--- src/include/binning_params.svh ---
`ifndef BINNING_PARAMS_SVH
`define BINNING_PARAMS_SVH

// --------------------
// pixel format
// --------------------

// bits per pixel
`define BIN_PIX_W 8

// --------------------
// line storage
// --------------------

// longest input line the line buffer can hold
`define BIN_LINE_MAX 1024

// line buffer address width
`define BIN_ADDR_W ($clog2(`BIN_LINE_MAX))

// cycles from the closing input beat to the output beat,
// same for the binned and the bypass path
`define BIN_LATENCY 4

`endif

--- src/hw/binning_pkg.sv ---
`default_nettype none

`include "binning_params.svh"

package binning_pkg;

    // --------------------
    // stream beat
    // --------------------

    // one pixel of the valid-only video stream
    typedef struct packed {
        logic [`BIN_PIX_W-1:0] pix;
        logic                  de;
        logic                  sof;
        logic                  eol;
    } video_beat_t;

    // --------------------
    // 2x2 window
    // --------------------

    // top is the stored row, bottom the current row
    typedef struct packed {
        logic [`BIN_PIX_W-1:0] top_left;
        logic [`BIN_PIX_W-1:0] top_right;
        logic [`BIN_PIX_W-1:0] bot_left;
        logic [`BIN_PIX_W-1:0] bot_right;
        logic                  valid;
        logic                  sof;
        logic                  eol;
    } bin_window_t;

    // row state of the incoming frame
    typedef enum logic [1:0] {
        LINE_IDLE,
        LINE_EVEN,
        LINE_ODD
    } line_state_e;

endpackage

`default_nettype wire

--- src/hw/line_timing.sv ---
`timescale 1ns/10ps
`default_nettype none

`include "binning_params.svh"

module line_timing import binning_pkg::*; (
    input  wire                    clk,
    input  wire                    rst_n_i,
    input  wire video_beat_t       beat_i,
    output logic [`BIN_ADDR_W-1:0] buf_addr_o,
    output logic                   buf_we_o,
    output logic                   odd_row_o,
    output logic                   odd_col_o,
    output logic                   blk_sof_o,
    output logic                   blk_eol_o
);

    line_state_e            state_q;
    line_state_e            state_cur;
    logic [`BIN_ADDR_W-1:0] col_q;
    logic [`BIN_ADDR_W-1:0] col_cur;
    logic                   first_q;
    logic                   first_cur;
    logic                   start;

    // --------------------
    // position of the current beat
    // --------------------

    // sof restarts the frame on the beat itself
    assign start = beat_i.de & beat_i.sof;

    always_comb begin
        state_cur = start ? LINE_EVEN : state_q;
        col_cur   = start ? '0 : col_q;
        // first row pair of the frame, cleared after row 1
        first_cur = start | first_q;
    end

    // the column counter doubles as the line buffer address
    assign buf_addr_o = col_cur;
    assign buf_we_o   = beat_i.de;

    assign odd_row_o = (state_cur == LINE_ODD);
    assign odd_col_o = col_cur[0];

    assign blk_sof_o = beat_i.de & first_cur & odd_row_o & (col_cur == `BIN_ADDR_W'(1));
    assign blk_eol_o = beat_i.de & beat_i.eol & odd_row_o & odd_col_o;

    // --------------------
    // row and column state
    // --------------------

    always_ff @(posedge clk or negedge rst_n_i) begin
        if (!rst_n_i) begin
            state_q <= LINE_IDLE;
            col_q   <= '0;
            first_q <= 1'b0;
        end else if (beat_i.de && state_cur != LINE_IDLE) begin
            if (beat_i.eol) begin
                col_q <= '0;
                // row parity flips at every line end
                if (state_cur == LINE_ODD) begin
                    state_q <= LINE_EVEN;
                    first_q <= 1'b0;
                end else begin
                    state_q <= LINE_ODD;
                    first_q <= first_cur;
                end
            end else begin
                col_q   <= col_cur + 1'b1;
                state_q <= state_cur;
                first_q <= first_cur;
            end
        end
    end

endmodule

`default_nettype wire

--- config.mk ---
export PLATFORM = sky130hd
export DESIGN_NAME = line_timing
export DESIGN_NICKNAME = d
export VERILOG_FILES = /design/src/hw/binning_pkg.sv /design/src/hw/line_timing.sv
export VERILOG_INCLUDE_DIRS = /design/src /design/src/include
export SDC_FILE = /design/constraint.sdc
export NUM_CORES = 1
export LEC_CHECK = 0
export BUFFER_PORTS_ARGS = -buffer_cell sky130_fd_sc_hd__buf_4
export CAP_MARGIN = 5
export CORE_MARGIN = 8
export CORE_UTILIZATION = 31
export CTS_CLUSTER_SIZE = 8
export DETAILED_ROUTE_END_ITERATION = 10
export SLEW_MARGIN = 20
export SYNTH_ARGS = -nofsm -noshare
export SYNTH_HDL_FRONTEND = slang
export SYNTH_SLANG_ARGS = --single-unit
--- constraint.sdc ---
create_clock -name clk -period 1.45 [get_ports clk]
set_input_delay 0.145 -clock clk [delete_from_list [all_inputs] [get_ports clk]]
set_output_delay 0.145 -clock clk [all_outputs]
set_load 0.01 [all_outputs]
# == Yosys cells after proc, flatten, opt, wreduce, memory -nomap -nowiden ==
# Cells that the tools add are included.
# op_classes
n_eq_ne,2
bitwise,8
n_reduce_logical,2
add_sub_neg,1
mux,7
# ops
operator,count
two-way mux 10 bit,2
"adder 10 x 1 -> 10 bit, second input constant",1
"== test 10 x 1 -> 1 bit, second input constant",1
bitwise AND 1 bit,7
two-way mux 2 bit,3
"== test 2 bit, second input constant",1
two-way mux 1 bit,2
nonzero test 2 bit,1
logical AND 1 bit,1
OR 1 bit,1
# word_totals
word_cells,23
out_inout_bits,15
regBits,13
in_bits,13

# == Longest topological paths before layout ==
# depth
depth_word,5
depth_mapped,7
mapped_depth_nobuf,7

# == Worst setup path before layout ==
# OpenSTA, ideal clock, no wires.
# synth_timing
path_kind,register to register
startpoint,reg col_q[0]
endpoint,reg col_q[8]
setup_slack_ns,-0.065
required_ns,1.321
n_path_buf,0
path_stages_with_launch,6
setup_time_ns,0.129
t_arrival_ns,1.385
period_less_slack_ns,1.515
path_cell_list,dfrtp_1 and2_1 ha_1 nand4_1 o211ai_1 o31ai_1
# synth_via
elab_chain_cells,3
# synth_lines
item,line_no,source
"start, declared",line_timing.sv:20,logic [`BIN_ADDR_W-1:0] col_q;
"start signal, assigned",line_timing.sv:71,col_q <= col_cur + 1'b1;
two-way mux 10 bit,line_timing.sv:35,col_cur = start ? '0 : col_q;
named net odd_col_o,line_timing.sv:13,"output logic odd_col_o,"
adder 10 x 1 -> 10 bit,line_timing.sv:71,
two-way mux 10 bit,line_timing.sv:60,if (beat_i.eol) begin
# The timed path passes the listed nets, and every way through them passes these cells.
# A chain may end at the register's enable or synchronous reset.

# == Final worst setup path ==
# layout_timing
startpoint,reg col_q[7]
endpoint,out blk_sof_o
# layout_via
elab_chain_cells,3
# layout_lines
item,line_no,source
two-way mux 10 bit,line_timing.sv:35,
== test 10 x 1 -> 1 bit,line_timing.sv:47,assign blk_sof_o = beat_i.de & first_cur & odd_row_o & (col_cur == `BIN_ADDR_W'(1));
bitwise AND 1 bit,line_timing.sv:47,
"end, declared",line_timing.sv:14,"output logic blk_sof_o,"
# Every way passes these cells.

==> impl_metrics.csv <==
group,metric,value,unit
global_routing,grt_max_degree,14,
detailed_routing,drtAntennaViolNets,0,
detailed_routing,drt_iter0_drc,36,
placed_design,dpl_worst_slack,-0.0176,ns
die,die_h,69.9,µm
sta,hold_viol_final,0,
critical_path,start_kind,"flip-flop",
clock_tree,cts-htree-levels,1,
outcome,status,"complete, but fails checks",
flow_run,max-cap-violations,0,
detailed_routing,drc_errors,0,
sta,setup-violations-final,1,
die,start_util,32.6,%
cells_and_area,multi_input_area,577,µm²
logic_synthesis,ys_types,36,
critical_path,cp.required,1.31,ns
detailed_routing,wl,2870,µm
critical_path,path_cells,"nor4_4, nand2_1, nor4_2, buf_4",
critical_path,worstSetupPathType,"reg -> out",
die,core,0.00276,mm²
logic_synthesis,syn-instance-count,106,
placed_design,portBuffers,19,
sta,tightest_slew,0.251,ns
logic_synthesis,ys_warn_count,0,
power_and_ir_drop,p_leak,0.621,nW
cells_and_area,diodes,0,
clock_tree,clockBufferDepth,2,
placed_design,dp.cells,175,
sta,max_freq,0.631,GHz
power_and_ir_drop,powerDensity,767,mW/mm²
worst_hold_path,min_from,"beat_i[1]",
cells_and_area,fin_nets,167,
die,ios,28,
critical_path,crit_family,"simple AND/OR/NAND/NOR gates",
cells_and_area,seq_area,330,µm²
critical_path,r2r-end,"col_q[9]$_DFFE_PN0P_",
critical_path,cp.depth,4,
detailed_routing,viasPerCell,5.27,
sta,skew,0.00807,ns
critical_path,critPathCapture,"blk_sof_o",
clock_tree,clk_latency,0.28,ns
logic_synthesis,ys_seq_area_share,36.2,%
global_routing,grt_overflow,0,
critical_path,critPathSlowestCell,"dfrtp_1",
sta,relSlewSlack,83.1,%
global_routing,gr-usage-all-layers,11.4,%
power_and_ir_drop,power,1.04,mW
logic_synthesis,synth_largest_area_cell,"dfrtp_1",
critical_path,end_kind,"output pin",
placed_design,postPlaceCellArea,0.00124,mm²
sta,finalCritPeriodShare,109,%
power_and_ir_drop,max-vdd-ir-drop,0.587,mV
critical_path,crit_fanout,2,
outcome,violations,"setup timing",
logic_synthesis,syn_avg_cell_area,8.49,µm²
clock_tree,clockRootBuffer,"clkbuf_4",
critical_path,critPathLaunch,"col_q[7]$_DFFE_PN0P_",
clock_tree,cts.sinks,13,
global_routing,grt_pass1_vias,1001,
sta,drv_slew,0,
critical_path,regToRegStartpoint,"col_q[6]$_DFFE_PN0P_",
critical_path,r2r_slack,0.04,ns
detailed_routing,first_pass_iters,4,
worst_hold_path,hp-class,"in -> reg",
clock_tree,cts_tree,"built",
critical_path,cp_data_arrival_time,1.44,ns
logic_synthesis,synth_top_area_share,36.2,%
die,rows,19,
clock_tree,path_clk_slew,0.09,ns
placed_design,gp_congestion,0.815,
cells_and_area,layout.cells.non_filler,182,
logic_synthesis,ys_ff_latch,13,
placed_design,post-dp-hpwl,2090,µm
logic_synthesis,synth_nets,121,
die,die_area,0.00488,mm²
cells_and_area,syn2layout_area_growth,50.1,%
cells_and_area,drive_gt1_share,44.4,%
global_routing,grt_pass1_wl,4600,µm
logic_synthesis,netlist_top_cells_area,"dfrtp_1 36%, nand2_1 6.7%, o31ai_1 5.0%",
critical_path,worst-path-buf-inv,1,
critical_path,r2r.worst_path.cells,4,
sta,fin_ws,-0.136,ns
cells_and_area,postLayoutCellArea,0.00135,mm²
sta,fin_setup_tns,-0.136,ns
cells_and_area,n_fill_cell,279,
global_routing,antenna_found_initial,0,
sta,post-route-min-period,1.59,ns
clock_tree,cts_buffers,3,
critical_path,cpPeakStageDelay,0.42,ns
sta,rsz0062_at_grt,"true",
die,fp.dieW,69.9,µm
detailed_routing,drt-wirelength-per-cell,15.8,µm
logic_synthesis,syn_area,900,µm²
detailed_routing,vias,959,
-- logic make-up after synthesis --
logic type / Yosys count / share of synthesized area (%)
flops: 13 / 36.2
compound gates: 32 / 25.7
xor+xnor: 1 / 0.974
buf+inv: 11 / 5.70
fa+ha+maj: 2 / 2.78
simple gates: 47 / 28.7
-- per-layer routing --
| metal | up-vias | GRT usage, % | routed length (µm) |
|---|---|---|---|
| met1 | 449 | 13.9 | 1390 |
| li1 | 482 | - | - |
| met4 | 0 | 5.13 | 50 |
| met5 | - | 0 | 0 |
| met2 | 22 | 17.1 | 1300 |
| met3 | 6 | 4.38 | 131 |
-- flip-flops by register name (all words and copies together) (netlist names) --
name,count
col_q,10
first_q,1
state_q,2
-- worst min path at each step --
stage                             end  slack [ns]  depth (start not counted)
2_1_floorplan    col_q[0]$_DFFE_PN0P_       -0.15                          0
3_3_place_gp     col_q[0]$_DFFE_PN0P_       0.003                          1
3_5_place_dp     col_q[0]$_DFFE_PN0P_       0.008                          1
4_1_cts        state_q[1]$_DFFE_PN0P_        0.21                          4
5_1_grt          col_q[2]$_DFFE_PN0P_        0.22                          3
6_report       state_q[1]$_DFFE_PN0P_        0.22                          4
-- metrics by stage --
step                      utilization, %  hold slack [ns]
after floorplan                        -           -0.151
after global placement              45.0          0.00334
after detailed placement            45.0          0.00796
after CTS                           47.1            0.210
after global routing                49.0            0.224
final                               49.0            0.221
-- timing repair --
item,CTS,global route
hold buffers,1,0
endpoints found under the setup margin,4,7
resized for setup,5,9
setup buffers,0,2
hold endpoints to repair,13,0
pin swaps,3,3
-- worst reg2reg max path, cell delays in order (launching register included) --
cell      delay, ns
dfrtp_2        0.42
a21boi_4       0.20
nand4_1        0.13
or4_4          0.49
o211ai_2       0.09
-- Yosys cell counts, drive strengths merged --
library cell	count
dfrtp	13
a22o	1
buf	4
xor2	1
nand4	3
a21oi	4
nand3b	1
a32oi	1
o21ai	8
o211ai	4
inv	5
nand2b	1
nor4	2
nor2	5
o311ai	1
o21bai	1
o22ai	1
nor3b	1
a21boi	2
and2	6
clkbuf	2
nand2	17
a311oi	2
nand3	6
or4	3
o21a	1
o31ai	6
ha	2
nor4b	1
or2	1
-- area by class of cell --
cell class | instances | share of cell area [%]
timing repair buffer | 47 | 26.6
sequential | 13 | 24.5
multi-input combinational | 82 | 42.7
inverter | 5 | 1.39
tap | 31 | 2.87
clock buffer | 4 | 1.95
-- power by group --
| group | switching (mW) | internal (mW) |
|---|---|---|
| sequential | 0.0330 | 0.396 |
| combinational | 0.184 | 0.186 |
| clock | 0.130 | 0.107 |
-- layout by cell type (no fill, tap or decap), types with 5 or more instances in the layout --
master    n
and2_1    5
buf_4    45
dfrtp_1   9
inv_1     5
nand2_1  16
nand3_1   6
o21ai_0   5
o31ai_1   5
No activity file was read; power rests on OpenSTA's default activity.
