**config.mk**
```make
export PLATFORM = sky130hd
export DESIGN_NAME = window_assembler
export DESIGN_NICKNAME = d
export VERILOG_FILES = /design/src/hw/binning_pkg.sv /design/src/hw/window_assembler.sv
export VERILOG_INCLUDE_DIRS = /design/src /design/src/include
export SDC_FILE = /design/constraint.sdc
export NUM_CORES = 1
export LEC_CHECK = 0
export ABC_AREA = 0
export BUFFER_PORTS_ARGS = -buffer_cell sky130_fd_sc_hd__buf_2
export CORE_MARGIN = 2
export CORE_UTILIZATION = 40
export DETAILED_ROUTE_END_ITERATION = 8
export GPL_TIMING_DRIVEN = 0
export PLACE_DENSITY = 0.72
export SLEW_MARGIN = 20
export SYNTH_ARGS = -nofsm -noshare
export SYNTH_HDL_FRONTEND = slang
export SYNTH_SLANG_ARGS = --single-unit
```
**constraint.sdc**
```tcl
create_clock -name clk -period 1.4 [get_ports clk]
set_input_delay 0.14 -clock clk [delete_from_list [all_inputs] [get_ports clk]]
set_output_delay 0.14 -clock clk [all_outputs]
set_load 0.02 [all_outputs]
```
**src/include/binning_params.svh**
```systemverilog
`ifndef BINNING_PARAMS_SVH
`define BINNING_PARAMS_SVH

// --------------------
// pixel format
// --------------------

// bits per pixel
`define BIN_PIX_W 8

// --------------------
// line storage
// --------------------

// longest input line the line buffer can hold
`define BIN_LINE_MAX 1024

// line buffer address width
`define BIN_ADDR_W ($clog2(`BIN_LINE_MAX))

// cycles from the closing input beat to the output beat,
// same for the binned and the bypass path
`define BIN_LATENCY 4

`endif

```
**src/hw/binning_pkg.sv**
```systemverilog
`default_nettype none

`include "binning_params.svh"

package binning_pkg;

    // --------------------
    // stream beat
    // --------------------

    // one pixel of the valid-only video stream
    typedef struct packed {
        logic [`BIN_PIX_W-1:0] pix;
        logic                  de;
        logic                  sof;
        logic                  eol;
    } video_beat_t;

    // --------------------
    // 2x2 window
    // --------------------

    // top is the stored row, bottom the current row
    typedef struct packed {
        logic [`BIN_PIX_W-1:0] top_left;
        logic [`BIN_PIX_W-1:0] top_right;
        logic [`BIN_PIX_W-1:0] bot_left;
        logic [`BIN_PIX_W-1:0] bot_right;
        logic                  valid;
        logic                  sof;
        logic                  eol;
    } bin_window_t;

    // row state of the incoming frame
    typedef enum logic [1:0] {
        LINE_IDLE,
        LINE_EVEN,
        LINE_ODD
    } line_state_e;

endpackage

`default_nettype wire

```
**src/hw/window_assembler.sv**
```systemverilog
`timescale 1ns/10ps
`default_nettype none

`include "binning_params.svh"

module window_assembler import binning_pkg::*; (
    input  wire                   clk,
    input  wire                   rst_n_i,
    input  wire video_beat_t      beat_i,
    input  wire [`BIN_PIX_W-1:0]  above_i,
    input  wire                   odd_row_i,
    input  wire                   odd_col_i,
    input  wire                   blk_sof_i,
    input  wire                   blk_eol_i,
    output bin_window_t           win_o
);

    // beat delayed to meet the buffer read data
    logic [`BIN_PIX_W-1:0] cur_d;
    logic                  de_d;
    logic                  close_d;
    logic                  sof_d;
    logic                  eol_d;

    // left neighbours, held across gaps
    logic [`BIN_PIX_W-1:0] left_cur_q;
    logic [`BIN_PIX_W-1:0] left_above_q;

    // registered window
    logic [`BIN_PIX_W-1:0] tl_q;
    logic [`BIN_PIX_W-1:0] tr_q;
    logic [`BIN_PIX_W-1:0] bl_q;
    logic [`BIN_PIX_W-1:0] br_q;
    logic                  valid_q;
    logic                  sof_q;
    logic                  eol_q;

    // --------------------
    // cycle 1 alignment
    // --------------------

    always_ff @(posedge clk or negedge rst_n_i) begin
        if (!rst_n_i) begin
            de_d    <= 1'b0;
            close_d <= 1'b0;
            sof_d   <= 1'b0;
            eol_d   <= 1'b0;
        end else begin
            de_d    <= beat_i.de;
            close_d <= beat_i.de & odd_row_i & odd_col_i;
            sof_d   <= blk_sof_i;
            eol_d   <= blk_eol_i;
        end
    end

    always_ff @(posedge clk) begin
        cur_d <= beat_i.pix;
    end

    // --------------------
    // cycle 2 window
    // --------------------

    always_ff @(posedge clk) begin
        if (de_d) begin
            left_cur_q   <= cur_d;
            left_above_q <= above_i;
            tl_q         <= left_above_q;
            tr_q         <= above_i;
            bl_q         <= left_cur_q;
            br_q         <= cur_d;
        end
    end

    always_ff @(posedge clk or negedge rst_n_i) begin
        if (!rst_n_i) begin
            valid_q <= 1'b0;
            sof_q   <= 1'b0;
            eol_q   <= 1'b0;
        end else begin
            valid_q <= close_d;
            sof_q   <= close_d & sof_d;
            eol_q   <= close_d & eol_d;
        end
    end

    always_comb begin
        win_o.top_left  = tl_q;
        win_o.top_right = tr_q;
        win_o.bot_left  = bl_q;
        win_o.bot_right = br_q;
        win_o.valid     = valid_q;
        win_o.sof       = sof_q;
        win_o.eol       = eol_q;
    end

endmodule

`default_nettype wire

```
---- After elaboration in Yosys (flattened, before gate mapping) ----
Cells that the tools add are included.
word-level totals
  register bits after elaboration ......... 47
  output and inout port bits .............. 35
  word-level logic and storage cells ...... 16
operators by class
  bitwise gates (word level) .............. 4
operators with widths
  kind               number
  bitwise AND 1 bit  4

---- Longest topological paths before layout ----
Gate-level depths: netlist of run 1.
  depth in word-level cells ............... 2
  depth in mapped cells ................... 1
  gate-level depth less buffers ........... 1

---- Worst setup path after synthesis of run 1 ----
No wires, ideal clock.
  path kind ............................... register to register
  start point ............................. register de_d
  end point ............................... register bl_q[0] (enable)
  library setup time ...................... 0.388 ns
  arrival time ............................ 0.937 ns
  required time ........................... 1.012 ns
  slack ................................... 0.075 ns
  stages on the path, launching flop included .. 1
  path buffers ............................ 0
  period minus slack after synthesis ...... 1.325 ns
  cell sequence ........................... dfrtp_1
RTL lines
  element                   line                    RTL
  start: declaration        window_assembler.sv:20  logic de_d;
  start signal: assignment  window_assembler.sv:49  de_d <= beat_i.de;
  end signal: assignment    window_assembler.sv:70  bl_q <= left_cur_q;
  end: declaration          window_assembler.sv:32  logic [`BIN_PIX_W-1:0] bl_q;
No word-level cell between the ends.

---- Worst setup path in the final report of run 1 ----
  start point ............................. register de_d
  end point ............................... register tr_q[3] (enable)
RTL lines
  element                 line                    RTL
  end signal: assignment  window_assembler.sv:69  tr_q <= above_i;
  end: declaration        window_assembler.sv:31  logic [`BIN_PIX_W-1:0] tr_q;
No word-level cell between the ends.

==> impl_metrics.toml, run 1 <==
[floorplanning]
die_w_um = 61.8
die_height_um = 61.8
rows = 20
start_util_pct = 42.8
num_io_pins = 60
core_mm2 = 0.00313
dieArea_mm2 = 0.00382

[cells_and_area]
num-nets-final = 162
fill_cells = 226
area_growth_syn_to_layout_pct = 44.5
multi_input_area_um2 = 18.8
regArea_mm2 = 0.00130
layout-drive-gt1-share_pct = 49.3
final_area_mm2 = 0.00193
num_antenna_cells = 0

[detailed_routing]
first_pass_iters = 4
wl_um = 1970
drcViolationCount = 0
drtIter0Drc = 21
viasPerCell = 4.11
wl_per_cell_um = 10.8
ant_nets = 0
vias = 748

[placed_design]
numPortBuffers = 57
placed_cell_area_mm2 = 0.00168
gp_congestion = 0.631
preCtsSetupSlack_ns = 0.226

[logic_synthesis]
syn_area_per_cell_um2 = 25.2
synth_area_leaders = "edfxtp_1, dfrtp_1, dfxtp_1, buf_4, and2_1"
yosys.cell_count.top_type = "edfxtp_1"
ys_ff_latch = 47
async_reset_ff_share_pct = 14.9
synth_top_area_share_pct = 71.8
netlist_instances = 53
syn_nets = 78
synth_area_mm2 = 0.00134
synth_flop_cell = "edfxtp_1"
synth_edf_count = 32
ys_warn_count = 0
seq_area_frac_synth_pct = 96.9
yosys-top-cells-count = "edfxtp_1, dfxtp_1, dfrtp_1, buf_4, and2_1"
synth_cell_types = 6
synth.largest_area_cell = "edfxtp_1"

[worst_setup_path]
worstPathRequired_ns = 1.39
cp_max_fo = 32
startpoint_type = "flop"
cp.arrival_ns = 1.16
end_kind = "flop"
path_class = "flop to flop"

[global_route]
gr-total-overflow = 0
grt_pass1_vias = 679
antenna_found_initial = 0
grt_pass1_wl_um = 2780
grt_start_max_net_pins = 33
grt_usage_pct = 10.9

[clock_tree]
cts_tree = "yes"
clkLatencyLatePin_ns = 0.34
cts_sinks = 47
postCtsHoldBufs = 20
htreeDepth = 2
cts_resized = 0
cts_post_setup_buffers_inserted = 0
clockBufferDepth = 2
numCtsBuffers = 5
cts-root-buf = "clkbuf_4"
path_clk_slew_ns = 0.12

[sta]
fin_crit_sh_pct = 83.8
setup_ws_ns = 0.227
finalSetupTns_ns = 0
fmax_mhz = 853
tightest_slew_ns = 0.656
min_period_ns = 1.17
setup_viol = 0
finalHoldViolCount = 0
drv_slew = 0
rsz0062_at_grt = "no"
fin_skew_ns = 0.00762
relSlewSlack_pct = 56.3

[pwr]
p_per_area_mw_per_mm2 = 1240
vdd_drop_max_mv = 0.635
power_leakage_nw = 0.837
p_total_mw = 2.40

[hold_path]
min_path_type = "input pin to flop"

[job]
maxCapViolCount = 0

[run_status]
status = "finished clean"
==> sequential cells by signal, indices dropped and copies added (netlist names), 8 cells and up <==
name,count
bl_q,8
br_q,8
cur_d,8
tl_q,8
tr_q,8
==> path summary, 6_finish.rpt <==
path                                   startpoint                end  slack [ns]  cells after the start
worst max register to register     de_d$_DFF_PN0_  tr_q[3]$_DFFE_PP_        0.23                      0
worst min-delay path                    odd_row_i  close_d$_DFF_PN0_        0.03                      2
max in group asynchronous                 rst_n_i     de_d$_DFF_PN0_        1.10                      2
worst min register to register  close_d$_DFF_PN0_  valid_q$_DFF_PN0_        0.40                      0
min in group asynchronous                 rst_n_i    sof_q$_DFF_PN0_        0.15                      2
worst max-delay path               de_d$_DFF_PN0_  tr_q[3]$_DFFE_PP_        0.23                      0
==> layer usage <==
| layer | vias to the layer above | wire length [um] | global-route usage (%) |
|---|---|---|---|
| met5 | - | 0 | 0 |
| met1 | 335 | 805 | 10.9 |
| met3 | 8 | 165 | 5.38 |
| met2 | 46 | 938 | 17.4 |
| met4 | 0 | 56 | 7.90 |
| li1 | 359 | - | - |
==> per-stage QoR <==
step | std cells | hold WS, ns | util, %
floorplan | 53 | -0.156 | -
global placement | 154 | -0.0313 | 53.6
detailed placement | 154 | -0.0235 | 53.7
CTS | 182 | 0.0129 | 61.8
global route | 182 | 0.0133 | 61.8
finish | 182 | 0.0332 | 61.8
==> final cells by class <==
type | instances | share of cell area (%)
clock inverters | 2 | 0.647
repair buffers | 77 | 25.1
flip-flops and latches | 47 | 67.1
multi-input cells | 3 | 0.971
plain buffers | 3 | 1.17
well taps | 44 | 2.85
clock buffers | 6 | 2.14
==> power by group <==
group	internal, mW	total [mW]	switching (mW)
sequential	1.57	1.62	0.0408
combinational	0.101	0.216	0.115
clock	0.194	0.572	0.378
total	1.87	2.40	0.534
==> cells in the final DEF, fill, tap and decap left out <==
master,n
buf_2,57
edfxtp_1,32
dlygate4sd3_1,20
dfxtp_1,8
dfrtp_1,6
clkbuf_4,5
buf_4,3
and2_1,2
and3_1,1
clkinv_2,1
clkinvlp_4,1
clkbuf_1,1
dfrtp_2,1
==> cells by family after synthesis <==
group                  Yosys count  share of synthesized area, %
DFF                             47                          96.9
and+or+nand+nor                  3                          1.40
buffers and inverters            3                          1.68
(Power assumes the default switching activity.)
==> run 2, diff against run 1 <==
==> constraint.sdc (replaced) <==
create_clock -name clk -period 1.07 [get_ports clk]
set_input_delay 0.107 -clock clk [delete_from_list [all_inputs] [get_ports clk]]
set_output_delay 0.107 -clock clk [all_outputs]
set_load 0.02 [all_outputs]
==> impl_metrics.toml, run 2 (synthesis results as in run 1) <==
[run_status]
status = "finished clean"

[floorplanning]
num_io_pins = 60
start_util_pct = 42.8
die_height_um = 61.8
die_w_um = 61.8
rows = 20
core_mm2 = 0.00313
dieArea_mm2 = 0.00382

[worst_setup_path]
cp_max_fo = 2
cp.arrival_ns = 0.93
slowest_stage = "edfxtp_1"
worstPathRequired_ns = 0.96
reg2reg_from = "de_d$_DFF_PN0_"
worst-r2r-cell-count = 1
r2r_slack_ns = 0.04
path_class = "flop to output pin"
startpoint_type = "flop"
r2r-end = "bl_q[3]$_DFFE_PP_"
cp_top_family = "flip-flops"
critical_path.cell_chain = "buf_6"
end_kind = "output pin"
crit_buf_inv = 1
path_depth = 1
slowest_delay_ns = 0.44

[global_route]
grt_start_max_net_pins = 33
grt_pass1_wl_um = 3060
antenna_found_initial = 0
grt_usage_pct = 12.3
grt_pass1_vias = 716
gr-total-overflow = 0

[detailed_routing]
first_pass_iters = 4
vias = 778
drcViolationCount = 0
wl_um = 2310
drtIter0Drc = 31
ant_nets = 0
wl_per_cell_um = 12.5
viasPerCell = 4.21

[clock_tree]
htreeDepth = 2
clkLatencyLatePin_ns = 0.34
cts-root-buf = "clkbuf_4"
cts_sinks = 47
clockBufferDepth = 2
cts_tree = "yes"
numCtsBuffers = 5
path_clk_slew_ns = 0.12

[sta]
relSlewSlack_pct = 83.8
rsz0062_at_grt = "yes"
setup_viol = 0
tightest_slew_ns = 0.243
min_period_ns = 1.04
fmax_mhz = 963
finalHoldViolCount = 0
setup_ws_ns = 0.0313
drv_slew = 0
fin_crit_sh_pct = 97.1
fin_skew_ns = 0.0124

[cells_and_area]
final_cell_mix = "buf_2, edfxtp_1, dlygate4sd3_1"
final_common_cell = "buf_2"
layout-drive-gt1-share_pct = 48.2
area_growth_syn_to_layout_pct = 58.7
final_area_mm2 = 0.00212
num-nets-final = 165
num_antenna_cells = 0
utilization_pct = 67.8

[job]
maxCapViolCount = 0

[placed_design]
numPortBuffers = 57
preCtsSetupSlack_ns = -0.0982
placed_cell_area_mm2 = 0.00168
gp_congestion = 0.620

[pwr]
p_per_area_mw_per_mm2 = 1630
power_leakage_nw = 0.903
vdd_drop_max_mv = 0.929

[hold_path]
min_path_type = "input pin to asynchronous set/reset pin"
-- run 2: cell count changes in the layout (fill, tap and decap cells not counted), sizes merged --
cell,delta
dlygate4sd3,+2
clkinv,-1
bufinv,+1
buf,+1
clkbuf,+1
clkinvlp,-1
-- run 2: worst max path at each step --
stage                       from                end
2_1_floorplan     de_d$_DFF_PN0_  bl_q[0]$_DFFE_PP_
6_report       tr_q[1]$_DFFE_PP_          win_o[20]
4_1_cts        valid_q$_DFF_PN0_           win_o[2]
3_5_place_dp      de_d$_DFF_PN0_  tl_q[3]$_DFFE_PP_
3_3_place_gp      de_d$_DFF_PN0_  tl_q[7]$_DFFE_PP_
5_1_grt        tr_q[4]$_DFFE_PP_          win_o[23]
-- run 2: layout make-up --
cell class,instances,area (um2)
fillers,213,1010
well taps,44,55.1
flip-flops and latches,47,1300
clock inverters,1,30.0
repair buffers,83,673
clock buffers,7,45.0
multi-input cells,3,18.8
-- run 2: report_power, final --
part	total (mW)	internal, mW	switching (mW)
logic	0.365	0.196	0.169
registers	2.12	2.06	0.0548
clock network	0.973	0.496	0.477
total	3.46	2.75	0.701
-- run 2: per-stage QoR --
step | power (mW) | hold slack, ns | TNS, ns | std cells
2_1_floorplan | 2.26 | -0.189 | 0 | 53
4_1_cts | 3.41 | 0.00473 | 0 | 181
3_3_place_gp | 2.38 | -0.0631 | -2.82 | 154
6_report | 3.46 | 0.120 | 0 | 185
5_1_grt | 3.61 | 0.108 | -0.256 | 185
3_5_place_dp | 2.39 | -0.0568 | -3.13 | 154
-- run 2: repair_timing --
action / in CTS / in global routing
setup endpoints to repair: 35 / 26
cloned: 0 / 0
endpoints found under the hold margin: 27 / 1
buffers inserted: 0 / 4
hold buffers: 21 / 1
gates resized for setup: 7 / 35
pin swaps: 0 / 0
-- run 2: routing by layer --
metal  GRT usage, %  wire [um]
met1           9.94        750
met2           23.2       1360
met3           6.63        152
met4           6.38         49
met5              0          0
