File: src/include/binning_params.svh
`ifndef BINNING_PARAMS_SVH
`define BINNING_PARAMS_SVH

// --------------------
// pixel format
// --------------------

// bits per pixel
`define BIN_PIX_W 8

// --------------------
// line storage
// --------------------

// longest input line the line buffer can hold
`define BIN_LINE_MAX 1024

// line buffer address width
`define BIN_ADDR_W ($clog2(`BIN_LINE_MAX))

// cycles from the closing input beat to the output beat,
// same for the binned and the bypass path
`define BIN_LATENCY 4

`endif

File: src/hw/binning_pkg.sv
`default_nettype none

`include "binning_params.svh"

package binning_pkg;

    // --------------------
    // stream beat
    // --------------------

    // one pixel of the valid-only video stream
    typedef struct packed {
        logic [`BIN_PIX_W-1:0] pix;
        logic                  de;
        logic                  sof;
        logic                  eol;
    } video_beat_t;

    // --------------------
    // 2x2 window
    // --------------------

    // top is the stored row, bottom the current row
    typedef struct packed {
        logic [`BIN_PIX_W-1:0] top_left;
        logic [`BIN_PIX_W-1:0] top_right;
        logic [`BIN_PIX_W-1:0] bot_left;
        logic [`BIN_PIX_W-1:0] bot_right;
        logic                  valid;
        logic                  sof;
        logic                  eol;
    } bin_window_t;

    // row state of the incoming frame
    typedef enum logic [1:0] {
        LINE_IDLE,
        LINE_EVEN,
        LINE_ODD
    } line_state_e;

endpackage

`default_nettype wire

File: src/hw/bin_average.sv
`timescale 1ns/10ps
`default_nettype none

`include "binning_params.svh"

module bin_average import binning_pkg::*; (
    input  wire              clk,
    input  wire              rst_n_i,
    input  wire bin_window_t win_i,
    output video_beat_t      beat_o
);

    // stage 1, pair sums
    logic [`BIN_PIX_W:0]   sum_top_q;
    logic [`BIN_PIX_W:0]   sum_bot_q;
    logic                  s1_valid_q;
    logic                  s1_sof_q;
    logic                  s1_eol_q;

    // stage 2, block sum and output beat
    logic [`BIN_PIX_W+1:0] sum_all;
    logic [`BIN_PIX_W-1:0] out_pix_q;
    logic                  out_de_q;
    logic                  out_sof_q;
    logic                  out_eol_q;

    // --------------------
    // stage 1
    // --------------------

    // one extra bit per pair, no overflow at full scale
    always_ff @(posedge clk) begin
        sum_top_q <= {1'b0, win_i.top_left} + {1'b0, win_i.top_right};
        sum_bot_q <= {1'b0, win_i.bot_left} + {1'b0, win_i.bot_right};
    end

    always_ff @(posedge clk or negedge rst_n_i) begin
        if (!rst_n_i) begin
            s1_valid_q <= 1'b0;
            s1_sof_q   <= 1'b0;
            s1_eol_q   <= 1'b0;
        end else begin
            s1_valid_q <= win_i.valid;
            s1_sof_q   <= win_i.sof;
            s1_eol_q   <= win_i.eol;
        end
    end

    // --------------------
    // stage 2
    // --------------------

    assign sum_all = {1'b0, sum_top_q} + {1'b0, sum_bot_q};

    // divide by 4, truncating
    always_ff @(posedge clk) begin
        out_pix_q <= sum_all[`BIN_PIX_W+1:2];
    end

    always_ff @(posedge clk or negedge rst_n_i) begin
        if (!rst_n_i) begin
            out_de_q  <= 1'b0;
            out_sof_q <= 1'b0;
            out_eol_q <= 1'b0;
        end else begin
            out_de_q  <= s1_valid_q;
            out_sof_q <= s1_valid_q & s1_sof_q;
            out_eol_q <= s1_valid_q & s1_eol_q;
        end
    end

    always_comb begin
        beat_o.pix = out_pix_q;
        beat_o.de  = out_de_q;
        beat_o.sof = out_sof_q;
        beat_o.eol = out_eol_q;
    end

endmodule

`default_nettype wire

File: config.mk
export PLATFORM = sky130hd
export DESIGN_NAME = bin_average
export DESIGN_NICKNAME = d
export VERILOG_FILES = /design/src/hw/binning_pkg.sv /design/src/hw/bin_average.sv
export VERILOG_INCLUDE_DIRS = /design/src /design/src/include
export SDC_FILE = /design/constraint.sdc
export NUM_CORES = 1
export LEC_CHECK = 0
export BUFFER_PORTS_ARGS = -buffer_cell sky130_fd_sc_hd__clkbuf_2
export CORE_MARGIN = 2
export CORE_UTILIZATION = 30
export DETAILED_ROUTE_END_ITERATION = 16
export PLACE_DENSITY = 0.58
export SYNTH_ARGS = -nofsm -noshare
export SYNTH_HDL_FRONTEND = slang
export SYNTH_SLANG_ARGS = --single-unit
File: constraint.sdc
create_clock -name clk -period 2.71 [get_ports clk]
set_input_delay 0.1355 -clock clk [delete_from_list [all_inputs] [get_ports clk]]
set_output_delay 0.1355 -clock clk [all_outputs]
set_load 0.02 [all_outputs]
* Word-level counts from Yosys, hierarchy flattened
Index checks and enable logic that the tools add are counted.
Cells by class: bitwise gates (word level) 2, add/sub/neg operators 3
Operators by type and width (number):
- 8-bit by 8-bit adder with 9-bit output | 2
- 9-bit by 9-bit adder with 10-bit output | 1
- 1-bit bitwise AND | 2
Word-level totals: flip-flop bits (word level) 32, output and inout bits 11, input bits 37, word-level logic and storage cells 14

* Longest topological paths before layout
Gate-level depths: netlist of the first run.
depth after elaboration 1, gate-level depth with buffers 6, gate-level depth less buffers 6

* Worst setup path after synthesis of the first run
Ideal clock, no wire load.
kind input to register, start input win_i[3] (netlist name), end register sum_bot_q[8], cell stages on the path 6, arrival 1.465 ns, slack 1.120 ns, buffers on the path 0, cell sequence ha_1 > fa_1 > a21o_1 > a21oi_2 > o21ai_1 > o41a_1
On the way: word-level cells in the longest chain between the ends 1
Ends and longest elaborated chain:
- start, declared | line bin_average.sv:9 | input wire bin_window_t win_i,
- 8-bit by 8-bit adder with 9-bit output | line bin_average.sv:34 | sum_bot_q <= {1'b0, win_i.bot_left} + {1'b0, win_i.bot_right};
- end signal, assigned | line bin_average.sv:34
- end, declared | line bin_average.sv:15 | logic [`BIN_PIX_W:0] sum_bot_q;
No other way between the ends.

* Worst setup path in the final report of the first run
start register sum_top_q[1], end register out_pix_q[5]
On the way: word-level cells in the longest chain between the ends 1
Ends and longest elaborated chain:
- start, declared | line bin_average.sv:14 | logic [`BIN_PIX_W:0] sum_top_q;
- start signal, assigned | line bin_average.sv:33 | sum_top_q <= {1'b0, win_i.top_left} + {1'b0, win_i.top_right};
- 9-bit by 9-bit adder with 10-bit output | line bin_average.sv:53 | assign sum_all = {1'b0, sum_top_q} + {1'b0, sum_bot_q};
- net sum_all[7] | line bin_average.sv:21 | logic [`BIN_PIX_W+1:0] sum_all;
- end signal, assigned | line bin_average.sv:57 | out_pix_q <= sum_all[`BIN_PIX_W+1:2];
- end, declared | line bin_average.sv:22 | logic [`BIN_PIX_W-1:0] out_pix_q;
The timed path passes the listed nets, and every way through them passes these cells.

==> results of run 1 <==
## cells by family (layout without fill, tap and decap cells)
kind of cell               after synthesis  count (layout)
adders and majority gates               26              26
xor gates and xnor gates                17              17
buffers and inverters                   10              66
DFF                                     32              32
AOI/OAI and AO/OA                       28              28
and+or+nand+nor                         38              38
## worst max-delay path by stage
stage | to | cells after the start | start | slack (ps)
2_1_floorplan | sum_bot_q[8] | 6 | win_i[3] | 1120
3_3_place_gp | sum_bot_q[8] | 7 | win_i[3] | 950
3_5_place_dp | sum_bot_q[8] | 7 | win_i[3] | 930
4_1_cts | out_pix_q[5] | 5 | sum_top_q[1] | 1070
5_1_grt | out_pix_q[5] | 5 | sum_top_q[1] | 970
6_report | out_pix_q[5] | 5 | sum_top_q[1] | 1080
## layout by cell type, fill, tap and decap left out, types with 2 or more instances in the layout
cell type,count
nor2_1,10
nor3_1,4
ha_1,24
or3_1,2
nand3_1,6
xnor2_1,10
nand2_1,7
dfxtp_1,26
xor2_1,7
a21oi_1,7
clkbuf_2,47
inv_1,7
fa_1,2
and2_1,2
dlygate4sd3_1,4
o211ai_1,5
a21o_1,2
o21bai_1,4
clkbuf_8,5
nor3_2,2
dfrtp_1,6
## sequential cells by signal, indices dropped and copies added (netlist names)
signal	cells
out_de_q	1
out_eol_q	1
out_pix_q	8
out_sof_q	1
s1_eol_q	1
s1_sof_q	1
s1_valid_q	1
sum_bot_q	9
sum_top_q	9
## where the power goes
group / total, mW / leakage [nW] / switching, mW / internal, mW
registers: 0.627 / 0.292 / 0.0337 / 0.594
logic: 0.598 / 0.634 / 0.335 / 0.264
clock network: 0.434 / 0.0552 / 0.161 / 0.272
total: 1.66 / 0.981 / 0.530 / 1.13
## metrics by stage
stage / cells / utilization / total power [mW]
final: 277 / 0.4011 / 1.659
after global routing: 277 / 0.4011 / 1.788
after CTS: 277 / 0.4011 / 1.692
after detailed placement: 265 / 0.3725 / 1.238
after global placement: 265 / 0.3725 / 1.232
after floorplan: 151 / - / 1.080
## routing by layer
metal | wire length (um) | up-vias | GRT usage
met1 | 1198 | 523 | 0.1048
met4 | 75 | 0 | 0.06964
met2 | 1308 | 34 | 0.1741
met3 | 151 | 7 | 0.02907
li1 | - | 645 | -
met5 | 0 | - | 0
## final cells by class
class / count / area, sq um
Inverter: 7 / 26.28
Timing Repair Buffer: 51 / 275.3
Clock buffer: 6 / 72.57
Clock inverter: 2 / 35.03
Multi-Input combinational cell: 109 / 907.1
Sequential cell: 32 / 670.6
Tap cell: 70 / 87.58
Fill cell: 517 / 3098
==> metrics, run 1 <==
Post-Synth XOR/XNOR Area 0.09154; layout cell share with drive strength beyond 1 0.2899; fmax 614.8 MHz; Critical Path Fanout Max 5; Worst EP required around 2900 ps; post-route ant nets 0; htree depth 2; Core Area 0.005172 sq mm; Setup CP Type reg2reg; Placed Area a little under 0.002 sq mm; CP delay by family, top compound AO/OA/AOI/OAI gates; initial drt markers 21; critical path's slowest cell a2111oi_4; Cell Chain, Critical Path ha_1, nand3_1, a2111oi_4, a31oi_1, xnor2_1; Tmin final between 1500 and 2000 ps; Post-Syn Nets between 200 and 250; die area 0.006027 sq mm; post-route cell area between 0.002 and 0.0025 sq mm; Worst Hold Class in2reg; Pre-antenna DRT Iters 3; #FFs+latches synth 32; Worst-Margin Slew 384.8 ps; sequential share of the synthesized area 0.4123; final setup violation count 0; pre-CTS setup slack 930.8 ps; clk_lat worst skew 280 ps; unrepaired setup endpoints after global routing false; clock sink count 32; path depth of the worst reg2reg path 5; pins over their slew limit 0; final hold slack 67.11 ps; postcts setup bufs 0; period utilisation layout 0.6002; Async S/R FF share, synth 0.1875; Die X 77.64 um; initial antenna violation count 0; post-synthesis mux area share 0; Warnings, synthesis 0; Root Buffer clkbuf_8; flop-to-flop setup slack around 1100 ps; hold path depth 2; Final Wtd Congestion 0.8263; routed length per instance 9.874 um; Yosys top cell area share 0.3200; Initial Util 0.3145; Hold Fails Final Rpt 0; cells after synthesis between 150 and 200; largest net degree at the start of global routing 11; slew margin rel. 0.7419; CTS clk-pin slew, worst paths 60 ps; most common cell in the synthesized netlist dfxtp_1; first-pass GRT wire length 4809 um; cts hold-fix bufs 4; number of flops mapped to enable cells by yosys 0; Net count, final around 270; WP data arrival 1790 ps; Synth Area in Compound Gates 0.1377; Peak VDD IR 267.5 uV; dpl hpwl ~2300 um; prevailing post-synth register cell dfxtp_1; DR vias/cell ~4.4; max incr delay on CP ~460 ps; IO Port Bufs 47; Max Root-Sink Buffers 2; Post-CTS Resized 0; reg2reg end out_pix_q[5]; maxcap violations 0; largest family of logic cells by synthesized area adder cells; CP endpoint kind flop; # IOs 48; n_diodes 0; row count 26; CP bufs+invs 0; Worst Setup Start Kind flop; CTS buffer count 5; skew final 2.960 ps; global route overflow 0; Worst R2R Start sum_top_q[1]; status finished clean; Mean Syn Cell Area 10.77 sq um; Min-Delay Startpoint win_i[27]; simple-gate share of the synthesized area 0.1192; Netlist cell types 34; P per Cell Area 799.9 mW/mm^2; Post-Synth Adder-Cell Area 0.2092; Leak Pwr slightly below 1 nW; GRT Overall Usage 0.1009; setup TNS 0 ps; dominant cell type by area after synthesis dfxtp_1; total number of vias 1209; DRC viols 0; worst setup margin about 1100 ps; synth top area cells dfxtp_1 32%, ha_1 18%, dfrtp_1 9.2%, xnor2_1 5.4%, xor2_1 3.8%; Post-Syn Area around 0.0016 sq mm; final wirelength 2735 um; CTS tree done; layout overhead on the synthesized area 27.54%; hold endpoint sum_top_q[0]; vias in the first global route 1212; commonest cells in the netlist 26 x dfxtp_1, 24 x ha_1, 10 x nor2_1, 10 x xnor2_1; Die H 77.64 um
Note: power is estimated with default switching activity, not from simulation.
==> run 2, diff against run 1 <==
--- a/config.mk
+++ b/config.mk
@@ -10,7 +10,7 @@
 export CORE_MARGIN = 2
 export CORE_UTILIZATION = 30
 export DETAILED_ROUTE_END_ITERATION = 16
-export PLACE_DENSITY = 0.58
+export PLACE_DENSITY = 0.6
 export SYNTH_ARGS = -nofsm -noshare
 export SYNTH_HDL_FRONTEND = slang
 export SYNTH_SLANG_ARGS = --single-unit
==> constraint.sdc (replaced) <==
create_clock -name clk -period 1.3 [get_ports clk]
set_input_delay 0.065 -clock clk [delete_from_list [all_inputs] [get_ports clk]]
set_output_delay 0.065 -clock clk [all_outputs]
set_load 0.02 [all_outputs]
==> metrics, run 2 (synthesized netlist as in run 1, its figures left out) <==
status finished with violations; failing checks setup timing; post-route ant nets 0; vias in the first global route 1193; Critical Path Fanout Max 5; IO Port Bufs 47; row count 26; Final Wtd Congestion 0.8184; CTS clk-pin slew, worst paths 60 ps; dpl hpwl 2392 um; Worst Hold Class in2reg; n_diodes 0; Top Registers sum_bot_q x9, sum_top_q x9, out_pix_q x8; Hold Fails Final Rpt 0; Leak Pwr 1.079 nW; final setup violation count 5; # IOs 48; Core Area 0.005172 sq mm; hold path depth 2; Non-Filler Instances 297; initial drt markers 19; maxcap violations 0; skew final between 2 and 3 ps; total number of vias between 1000 and 1500; htree depth 2; CTS buffer count 5; setup TNS -700.5 ps; fmax 671.1 MHz; clock sink count 32; slew margin rel. 0.7374; DRC viols 0; CP endpoint kind flop; commonest non-fill, non-tap cell in the layout clkbuf_2; routed length per instance ~9.9 um; die area 0.006027 sq mm; final wirelength 2940 um; WP data arrival about 1700 ps; largest net degree at the start of global routing 12; layout cell share with drive strength beyond 1 0.4405; unrepaired setup endpoints after global routing true; Setup CP Type reg2reg; Worst EP required 1480 ps; Die X about 78 um; first-pass GRT wire length 5043 um; Die H slightly below 80 um; Pre-antenna DRT Iters 4; pins over their slew limit 0; initial antenna violation count 0; path depth of the worst reg2reg path 5; CTS tree done; P per Cell Area 1572 mW/mm^2; Net count, final 289; Peak VDD IR 681.0 uV; period utilisation layout 1.146; Root Buffer clkbuf_8; DR vias/cell around 4.2; worst setup margin -190.1 ps; final hold slack between 20 and 30 ps; Initial Util 0.3145; Tmin final 1490 ps; Worst Setup Start Kind flop; Design Power 3.707 mW; Worst-Margin Slew 388.8 ps; GRT Overall Usage 0.1064; clk_lat worst skew 280 ps; layout overhead on the synthesized area 45.00%; highest-count cells in the layout ignoring fill and taps 47 x clkbuf_2, 22 x dfxtp_1, 20 x buf_4, 17 x ha_1, 10 x xnor2_1; Max Root-Sink Buffers 2; global route overflow 0; Placed Cells between 200 and 300
-- run 2: cell types whose count changed in the layout (fill, tap and decap cells not counted), moves of 4 or more --
cell / change
ha_1: -7
dfxtp_1: -4
buf_4: +20
dfxtp_2: +4
ha_4: +7
-- run 2: area by class of cell --
type | instances | area (sq um)
Clock buffer | 5 | 68.82
Clock inverter | 3 | 18.77
Fill cell | 492 | 2814
Inverter | 7 | 26.28
Multi-Input combinational cell | 109 | 1056
Sequential cell | 32 | 675.6
Tap cell | 70 | 87.58
Timing Repair Buffer | 71 | 425.4
-- run 2: metrics by stage --
step / cell area, sq um / util / setup WS [ps]
floorplan: 1745 / - / -104.2
global placement: 2166 / 0.4187 / -271.4
detailed placement: 2166 / 0.4187 / -281.7
CTS: 2295 / 0.4436 / -207.9
global route: 2359 / 0.4560 / -322.9
finish: 2359 / 0.4560 / -190.1
-- run 2: worst max-delay path: stages, from the launching register on --
cell and delay, ps:
dfxtp_2 330, ha_4 260, nand3_4 90, a2111oi_4 400, a31oi_1 160, xnor2_1 140
-- run 2: path summary, 6_finish.rpt --
check / startpoint / end / slack (ps)
hold reg to reg: s1_valid_q / out_de_q / 390
setup / recovery: sum_top_q[1] / out_pix_q[5] / -190
setup reg to reg: sum_top_q[1] / out_pix_q[5] / -190
hold / removal: win_i[11] / sum_bot_q[0] / 30
min in group asynchronous: rst_n_i / out_sof_q / 150
max in group asynchronous: rst_n_i / out_eol_q / 1010
-- run 2: what timing repair did --
| action | CTS | global route |
|---|---|---|
| hold endpoints to repair | 9 | 0 |
| hold buffers | 4 | 0 |
| buffers inserted | 0 | 4 |
| gates resized for setup | 1 | 6 |
| setup endpoints to repair | 6 | 7 |
| cloned | 0 | 0 |
| pin swaps | 0 | 8 |
-- run 2: report_power, final --
group,leakage (nW),switching [mW],internal (mW)
sequential,0.292,0.102,1.24
combinational,0.739,0.797,0.838
clock,0.0479,0.356,0.372
total,1.08,1.25,2.45
-- run 2: metal layers --
metal | part of all wire | track usage
met1 | 0.45 | 0.1341
met2 | 0.46 | 0.1629
met3 | 0.061 | 0.03023
met4 | 0.025 | 0.05893
met5 | 0 | 0
